==> config.mk <==
export PLATFORM = sky130hd
export DESIGN_NAME = binarize_top
export DESIGN_NICKNAME = d
export VERILOG_FILES = /design/src/bin_pkg.sv /design/src/video_if.sv /design/src/binarize_cfg.sv /design/src/binarize_top.sv /design/src/frame_stats.sv /design/src/pixel_binarizer.sv
export SDC_FILE = /design/constraint.sdc
export NUM_CORES = 1
export LEC_CHECK = 0
export ABC_AREA = 1
export CORE_MARGIN = 4
export CORE_UTILIZATION = 40
export CTS_CLUSTER_SIZE = 40
export DETAILED_ROUTE_END_ITERATION = 8
export DONT_BUFFER_PORTS = 1
export HOLD_SLACK_MARGIN = 0.02
export PLACE_DENSITY = 0.53
export SLEW_MARGIN = 5
export SYNTH_ARGS = -nofsm -noshare
export SYNTH_HDL_FRONTEND = slang
export SYNTH_SLANG_ARGS = --single-unit
==> constraint.sdc <==
create_clock -name clk -period 2.4 [get_ports clk]
set_input_delay 0.12 -clock clk [delete_from_list [all_inputs] [get_ports clk]]
set_output_delay 0.12 -clock clk [all_outputs]
set_load 0.005 [all_outputs]
==> src/bin_pkg.sv <==
package bin_pkg;

    // Active frame geometry
    localparam int H_ACT = 16;
    localparam int V_ACT = 8;

    // Pixel count must be a power of two for the mean to be a plain shift
    localparam int FRAME_SHIFT = $clog2(H_ACT * V_ACT);

    // One 8-bit channel summed over a whole frame
    localparam int SUM_W = 8 + FRAME_SHIFT;

    typedef struct packed {
        logic [7:0] r;
        logic [7:0] g;
        logic [7:0] b;
    } rgb_t;

    typedef enum logic [1:0] {
        MODE_BYPASS     = 2'd0,
        // Channel at or above its threshold gives all ones
        MODE_BINARY     = 2'd1,
        MODE_BINARY_INV = 2'd2
    } bin_mode_e;

endpackage : bin_pkg

==> src/video_if.sv <==
`timescale 1ns/10ps

interface video_if import bin_pkg::*;
();

    logic hsync;
    logic vsync;
    logic de;
    rgb_t pix;

    // Driving side of the stream
    modport src (
        output hsync,
        output vsync,
        output de,
        output pix
    );

    // Receiving side, possibly more than one per stream
    modport snk (
        input hsync,
        input vsync,
        input de,
        input pix
    );

endinterface : video_if
==> src/binarize_cfg.sv <==
`timescale 1ns/10ps

module binarize_cfg import bin_pkg::*;
(
    input  logic      clk,
    input  logic      rstn,
    input  logic      cfg_valid,
    input  bin_mode_e cfg_mode,
    output logic      cfg_ready,
    input  logic      frame_end,
    output bin_mode_e mode
);

    bin_mode_e pend_mode;
    logic      pending;
    logic      cfg_accept;
    logic      commit;

    // Only one write may wait for the frame boundary
    assign cfg_ready  = !pending;
    assign cfg_accept = cfg_valid && cfg_ready;

    // A write landing on the boundary cycle waits for the next one
    assign commit = frame_end && pending;

    always_ff @(posedge clk) begin
        if (cfg_accept) begin
            pend_mode <= cfg_mode;
        end
    end

    always_ff @(posedge clk or negedge rstn) begin
        if (!rstn) begin
            pending <= 1'b0;
        end else if (cfg_accept) begin
            pending <= 1'b1;
        end else if (commit) begin
            pending <= 1'b0;
        end
    end

    // Active mode only changes between frames
    always_ff @(posedge clk or negedge rstn) begin
        if (!rstn) begin
            mode <= MODE_BINARY;
        end else if (commit) begin
            mode <= pend_mode;
        end
    end

endmodule : binarize_cfg

==> src/binarize_top.sv <==
`timescale 1ns/10ps

module binarize_top import bin_pkg::*;
(
    input  logic       clk,
    input  logic       rstn,

    // Incoming video
    input  logic       in_hsync,
    input  logic       in_vsync,
    input  logic       in_de,
    input  logic [7:0] in_r,
    input  logic [7:0] in_g,
    input  logic [7:0] in_b,

    // Mode write
    input  logic       cfg_valid,
    input  bin_mode_e  cfg_mode,
    output logic       cfg_ready,

    // Filtered video, one cycle behind the input
    output logic       out_hsync,
    output logic       out_vsync,
    output logic       out_de,
    output logic [7:0] out_r,
    output logic [7:0] out_g,
    output logic [7:0] out_b
);

    rgb_t      thresh;
    logic      frame_end;
    bin_mode_e mode;

    video_if vid_in ();
    video_if vid_out ();

    assign vid_in.hsync = in_hsync;
    assign vid_in.vsync = in_vsync;
    assign vid_in.de    = in_de;
    assign vid_in.pix.r = in_r;
    assign vid_in.pix.g = in_g;
    assign vid_in.pix.b = in_b;

    frame_stats stats_i (
        .clk       (clk),
        .rstn      (rstn),
        .vin       (vid_in.snk),
        .thresh    (thresh),
        .frame_end (frame_end)
    );

    binarize_cfg cfg_i (
        .clk       (clk),
        .rstn      (rstn),
        .cfg_valid (cfg_valid),
        .cfg_mode  (cfg_mode),
        .cfg_ready (cfg_ready),
        .frame_end (frame_end),
        .mode      (mode)
    );

    pixel_binarizer bin_i (
        .clk    (clk),
        .rstn   (rstn),
        .vin    (vid_in.snk),
        .vout   (vid_out.src),
        .thresh (thresh),
        .mode   (mode)
    );

    assign out_hsync = vid_out.hsync;
    assign out_vsync = vid_out.vsync;
    assign out_de    = vid_out.de;
    assign out_r     = vid_out.pix.r;
    assign out_g     = vid_out.pix.g;
    assign out_b     = vid_out.pix.b;

endmodule : binarize_top

==> src/frame_stats.sv <==
`timescale 1ns/10ps

module frame_stats import bin_pkg::*;
(
    input  logic        clk,
    input  logic        rstn,
    video_if.snk        vin,
    output rgb_t        thresh,
    output logic        frame_end
);

    logic             vsync_d;
    logic             vsync_rise;
    logic             vsync_fall;

    logic [SUM_W-1:0] r_cur_sum;
    logic [SUM_W-1:0] g_cur_sum;
    logic [SUM_W-1:0] b_cur_sum;
    logic [SUM_W-1:0] r_last_sum;
    logic [SUM_W-1:0] g_last_sum;
    logic [SUM_W-1:0] b_last_sum;

    // Vsync edge detection
    always_ff @(posedge clk or negedge rstn) begin
        if (!rstn) begin
            vsync_d <= 1'b0;
        end else begin
            vsync_d <= vin.vsync;
        end
    end

    assign vsync_rise = vin.vsync && !vsync_d;
    assign vsync_fall = !vin.vsync && vsync_d;

    // Frame boundary for the config block
    assign frame_end = vsync_fall;

    // Running sums of the frame in progress
    always_ff @(posedge clk or negedge rstn) begin
        if (!rstn) begin
            r_cur_sum <= '0;
            g_cur_sum <= '0;
            b_cur_sum <= '0;
        end else if (vsync_rise) begin
            r_cur_sum <= '0;
            g_cur_sum <= '0;
            b_cur_sum <= '0;
        end else if (vin.de) begin
            r_cur_sum <= r_cur_sum + SUM_W'(vin.pix.r);
            g_cur_sum <= g_cur_sum + SUM_W'(vin.pix.g);
            b_cur_sum <= b_cur_sum + SUM_W'(vin.pix.b);
        end
    end

    // Totals of the last complete frame
    always_ff @(posedge clk or negedge rstn) begin
        if (!rstn) begin
            r_last_sum <= '0;
            g_last_sum <= '0;
            b_last_sum <= '0;
        end else if (vsync_rise) begin
            r_last_sum <= r_cur_sum;
            g_last_sum <= g_cur_sum;
            b_last_sum <= b_cur_sum;
        end
    end

    // Mean per channel, sum divided by the pixel count
    assign thresh.r = r_last_sum[SUM_W-1:FRAME_SHIFT];
    assign thresh.g = g_last_sum[SUM_W-1:FRAME_SHIFT];
    assign thresh.b = b_last_sum[SUM_W-1:FRAME_SHIFT];

endmodule : frame_stats

==> src/pixel_binarizer.sv <==
`timescale 1ns/10ps

module pixel_binarizer import bin_pkg::*;
(
    input  logic      clk,
    input  logic      rstn,
    video_if.snk      vin,
    video_if.src      vout,
    input  rgb_t      thresh,
    input  bin_mode_e mode
);

    rgb_t pix_bin;
    rgb_t pix_next;

    // One channel against its own threshold
    function automatic logic [7:0] bin_chan(
        input logic [7:0] value,
        input logic [7:0] level,
        input bin_mode_e  sel
    );
        logic [7:0] hit;
        logic [7:0] res;
        hit = (value >= level) ? 8'hff : 8'h00;
        case (sel)
            MODE_BINARY:     res = hit;
            MODE_BINARY_INV: res = ~hit;
            default:         res = value;
        endcase
        return res;
    endfunction

    always_comb begin
        pix_bin.r = bin_chan(vin.pix.r, thresh.r, mode);
        pix_bin.g = bin_chan(vin.pix.g, thresh.g, mode);
        pix_bin.b = bin_chan(vin.pix.b, thresh.b, mode);
    end

    // Blanking pixels are left alone
    assign pix_next = vin.de ? pix_bin : vin.pix;

    // Sync and pixel share one stage so the stream stays aligned
    always_ff @(posedge clk or negedge rstn) begin
        if (!rstn) begin
            vout.hsync <= 1'b0;
            vout.vsync <= 1'b0;
            vout.de    <= 1'b0;
            vout.pix   <= '0;
        end else begin
            vout.hsync <= vin.hsync;
            vout.vsync <= vin.vsync;
            vout.de    <= vin.de;
            vout.pix   <= pix_next;
        end
    end

endmodule : pixel_binarizer

# Yosys cells after proc, flatten, opt, wreduce, memory -nomap -nowiden
# Cells that the tools add are included.
# word_totals
wordCells	50
input_bits	32
register_bits	122
output_inout_bits	28
# op_classes
eq_ne	2
reduce_logical	9
addsub	3
magnitude_cmp	3
n_mux	15
bitwise_logic	3
# ops
op	n
15-bit 2-to-1 mux	6
8-bit one-hot mux with 2 select lines	3
15-bit by 8-bit adder with 15-bit output	3
8-bit >= comparator	3
24-bit 2-to-1 mux	1
8-bit 2-to-1 mux	3
8-bit inverter	3
1-bit logical AND	4
2-bit nonzero test	2
1-bit logical NOT	3
2-bit by 1-bit == test with 1-bit output, second input constant	1
2-bit == test, second input constant	1
1-bit 2-to-1 mux	2

# Longest topological paths before layout
# logic_depth
depth_word	5
ltp_mapped	12
mapped_depth_nobuf	12

# Cells and area by module
# Synthesis repeated with hierarchy kept, for this count alone.
# hier_totals
hier_cells	800
area_unflattened_um2	6200.9
# modules_own_cells
module	n_inst	seq_area_each_um2	cells_per_inst	area_per_inst_um2
frame_stats	1	1751.7	578	4391.7
pixel_binarizer	1	675.6	204	1619.1
binarize_cfg	1	136.4	18	190.2

# Worst setup path after synthesis
# No wires, ideal clock.
# synth_timing
path_kind	reg-to-reg
startpoint	register stats_i.r_cur_sum[0]
endpoint	register stats_i.r_cur_sum[4]
n_path_buf	0
path_stages_with_launch	9
period_less_slack_ns	1.635
slack_ns	0.765
arrival_time_ns	1.517
t_required_ns	2.282
setup_ns	0.118
path_cell_list	dfrtp_1 ha_1 fa_1 inv_1 nor2_2 nor2_2 xor2_1 nand3b_1 nand2_1
# synth_between
elab_chain_len	3
# synth_lines
item	line_no	text
from (decl)	frame_stats.sv:16	logic [SUM_W-1:0] r_cur_sum;
from (signal assigned)	frame_stats.sv:49	r_cur_sum <= r_cur_sum + SUM_W'(vin.pix.r);
15-bit by 8-bit adder with 15-bit output	frame_stats.sv:49	
15-bit 2-to-1 mux	frame_stats.sv:48	end else if (vin.de) begin
15-bit 2-to-1 mux	frame_stats.sv:44	end else if (vsync_rise) begin
# No other way between the ends. The select of a mux whose other input is x is not followed.
# A chain may end at the register's enable or synchronous reset.

==> results_dict.tcl <==
set metrics [dict create \
    globalRouteTotalUtil_pct 18.30 \
    switchingPower_mw 2.399 \
    clockRootBuffer "clkbuf_16" \
    synth_fp_nets 868 \
    cp.required_ns 2.69 \
    path_common_cell "nand2_1" \
    maxSlewViolCount 0 \
    status "finished, violations left" \
    max_cap_viol_count 0 \
    internal_power_mw 3.673 \
    dieWidth_um 131.7 \
    clock_latency_ns 0.36 \
    ir_drop_v 0.0004449 \
    gp_congestion 0.9175 \
    cts_tree "done" \
    p_leak_nw 3.450 \
    ant_nets 0 \
    syn_inst 783 \
    skew_ns 0.007224 \
    final_nets 890 \
    seqPwrFrac_pct 41.0 \
    post_drt_wl_per_cell_um 15.33 \
    setup_viol 0 \
    cp_num_buf_inv 1 \
    synth_cell_types 37 \
    drc 0 \
    final.setup.tns_ns 0 \
    total_power_mw 6.072 \
    worst_pin_slew_ns 1.088 \
    grt_max_degree 100 \
    worstSetupPathType "flip-flop to flip-flop" \
    synth-warning-count 0 \
    antenna_found_initial 0 \
    grt_overflow_total 0 \
    clockPowerShare_pct 23.6 \
    path_cells "inv_1 > ha_1 > or2_1 > nand2_1 > nand2_1" \
    grt_pass1_vias 4980 \
    crit_fanout 24 \
    r2r_slack_ns 0.45 \
    areaGrowthSynthToFinish_pct 11.45 \
    hold_viol_final 99 \
    max_stage_delay_ns 0.76 \
    synth.avg_cell_area_um2 7.814 \
    drt-initial-drc-count 294 \
    post_cts_buffers 0 \
    critical_path.top_delay_family "simple AND/OR/NAND/NOR gates" \
    die_h_um 131.7 \
    finalWirelength_um 15240 \
    via_per_inst 4.955 \
    worstSetupEndpointType "flip-flop" \
    diodes 0 \
    synth_seq_cells 101 \
    cts-htree-levels 3 \
    detailed_place_hpwl_um 10770 \
    grt_pass1_wl_um 25630 \
    powerDensity_nw_per_um2 890.4 \
    die_area_um2 17340 \
    core_area_um2 14750 \
    fin_hold_ws_ns -0.5434 \
    cts-buffers-inserted 9 \
    holdBufCountCts 30 \
    rsz0062_at_grt "false" \
    fmax_ghz 0.5140 \
    start_kind "flip-flop" \
    fin_crit_sh_pct 81.06 \
    p_sw_share_pct 39.51 \
    drive_above_1_share_pct 7.284 \
    io_pins 60 \
    vias 4925 \
    num-fill-cells 1477 \
    critPathArrivalTime_ns 2.23 \
    yosysSeqAreaShare_pct 41.49 \
    synthesis.area_um2 6118 \
    port_buffers 0 \
    clk_path_buf_depth 2 \
    clk_pin_slew_ns 0.07 \
    initial_core_util_pct 41.47 \
    comb_power_share_pct 35.5 \
    std_cell_rows 44 \
    violations "negative hold slack" \
    fin_crit_ns 1.945 \
    cts_sinks 101 \
    drtPass1Iterations 7 \
    min_path_type "input pin to asynchronous set/reset pin" \
    relSlewSlack_pct 27.23 \
    worst_path_max_delay_cell "or2_1" \
]
## Yosys cell counts
cell      instances  area, um2
a21boi_1          3      22.52
a21o_1            4      30.03
a21oi_1          34      170.2
a21oi_2           1      8.760
a22o_1            6      52.55
buf_2            12      60.06
buf_4             2      15.01
buf_6             4      45.04
clkbuf_1          3      11.26
dfrtp_1          98       2452
dfstp_2           1      26.28
edfxtp_1          2      60.06
fa_1              3      60.06
ha_1             50      625.6
inv_1            87      326.6
inv_2             9      33.78
nand2_1         254      953.4
nand2_2           5      31.28
nand3_1          57      285.3
nand3_2           6      60.06
nand3b_1          3      22.52
nand4_1           4      25.02
nor2_1           58      217.7
nor2_2            7      43.79
nor2_4            1      11.26
nor2_8            2      40.04
nor3_1            3      15.01
nor4_2            6      75.07
o21a_1            2      15.01
o21ai_0          31      155.2
o21ai_1          11      55.05
o21ai_2           3      26.28
o21bai_1          2      15.01
o22ai_1           2      12.51
or2_1             1      6.260
xnor2_1           3      26.28
xor2_1            3      26.28
## cells by family after synthesis
kind of cell | share of synthesized area, %
AOI/OAI and AO/OA | 9.202
xor gates and xnor gates | 0.8591
adders and majority gates | 11.21
buffers and inverters | 8.037
DFF | 41.49
and+or+nand+nor | 29.20
## stage by stage
| stage | instances | instance area (um2) | util [%] | worst slack [ns] |
|---|---|---|---|---|
| 2_1_floorplan | 783 | 6118 | - | 0.7651 |
| 3_3_place_gp | 948 | 6232 | 42.24 | 0.5141 |
| 3_5_place_dp | 948 | 6232 | 42.24 | 0.4326 |
| 4_1_cts | 994 | 6819 | 46.22 | 0.4103 |
| 5_1_grt | 994 | 6819 | 46.22 | 0.2607 |
| 6_report | 994 | 6819 | 46.22 | 0.4546 |
## cell type report
class                           count  area, um2  area share [%]
Clock buffer                       10      239.0           3.505
Sequential cell                   101       2539           37.23
Timing Repair Buffer               32      315.3           4.624
Clock inverter                      6      47.55          0.6972
Inverter                           96      360.3           5.284
Multi-Input combinational cell    565       3088           45.28
Tap cell                          184      230.2           3.376
## timing repair
action,in CTS,in global routing
hold endpoints to repair,146,99
setup endpoints to repair,0,0
gates resized for setup,0,0
## state kept, by name, summed over array words and instances, names as in the netlist
signal,cells
stats_i.b_last_sum,8
cfg_i.pending,1
cfg_i.pend_mode,2
stats_i.b_cur_sum,15
bin_i.vout.de,1
stats_i.r_last_sum,8
bin_i.vout.pix,24
cfg_i.mode,2
stats_i.g_last_sum,8
bin_i.vout.vsync,1
bin_i.vout.hsync,1
stats_i.g_cur_sum,15
stats_i.r_cur_sum,15
## power by group through the flow
stage	logic, mW	clock network [mW]	registers, mW
floorplan	1.79	0	2.36
global placement	2.05	0	2.51
detailed placement	2.11	0	2.52
CTS	2.17	1.49	2.49
global route	2.51	1.56	2.54
finish	2.15	1.43	2.49
## worst register-to-register path: cells and delay by family (launching register included)
| kind | cells | cell delay [ns] |
|---|---|---|
| AND/OR/NAND/NOR | 3 | 1.05 |
| buffers and inverters | 1 | 0.05 |
| adder cells (fa/ha/maj) | 1 | 0.26 |
| flip-flops | 1 | 0.53 |
## layout by cell type (no fill, tap or decap), types with 7 or more instances in the layout
cell and instances:
o21ai_1 11, nor2_2 7, dlygate4sd3_1 30, ha_1 50, clkbuf_16 9, inv_1 87
a21oi_1 34, nand3_1 57, inv_2 9, nand2_1 254, dfrtp_1 98, o21ai_0 31
nor2_1 58
## path summary, 6_finish.rpt
check | from | to | depth (start not counted)
setup / recovery | cfg_i.mode[0]$_DFFE_PN1P_ | bin_i.vout.pix[23]$_DFF_PN0_ | 5
hold / removal | rstn | stats_i.b_cur_sum[0]$_DFFE_PN0P_ | 0
setup reg to reg | cfg_i.mode[0]$_DFFE_PN1P_ | bin_i.vout.pix[23]$_DFF_PN0_ | 5
hold reg to reg | cfg_i.pend_mode[0]$_DFFE_PP_ | cfg_i.mode[0]$_DFFE_PN1P_ | 2
max in group asynchronous | rstn | cfg_i.mode[0]$_DFFE_PN1P_ | 0
min in group clk | in_b[1] | stats_i.b_cur_sum[1]$_DFFE_PN0P_ | 2
## layer usage
layer | wire length (um) | part of all wire, % | global-route usage [%]
met2 | 7048 | 46 | 29.08
met4 | 291 | 1.9 | 6.184
met3 | 690 | 4.5 | 5.084
met1 | 7210 | 47 | 24.18
met5 | 0 | 0 | 0
(Power assumes the default switching activity.)
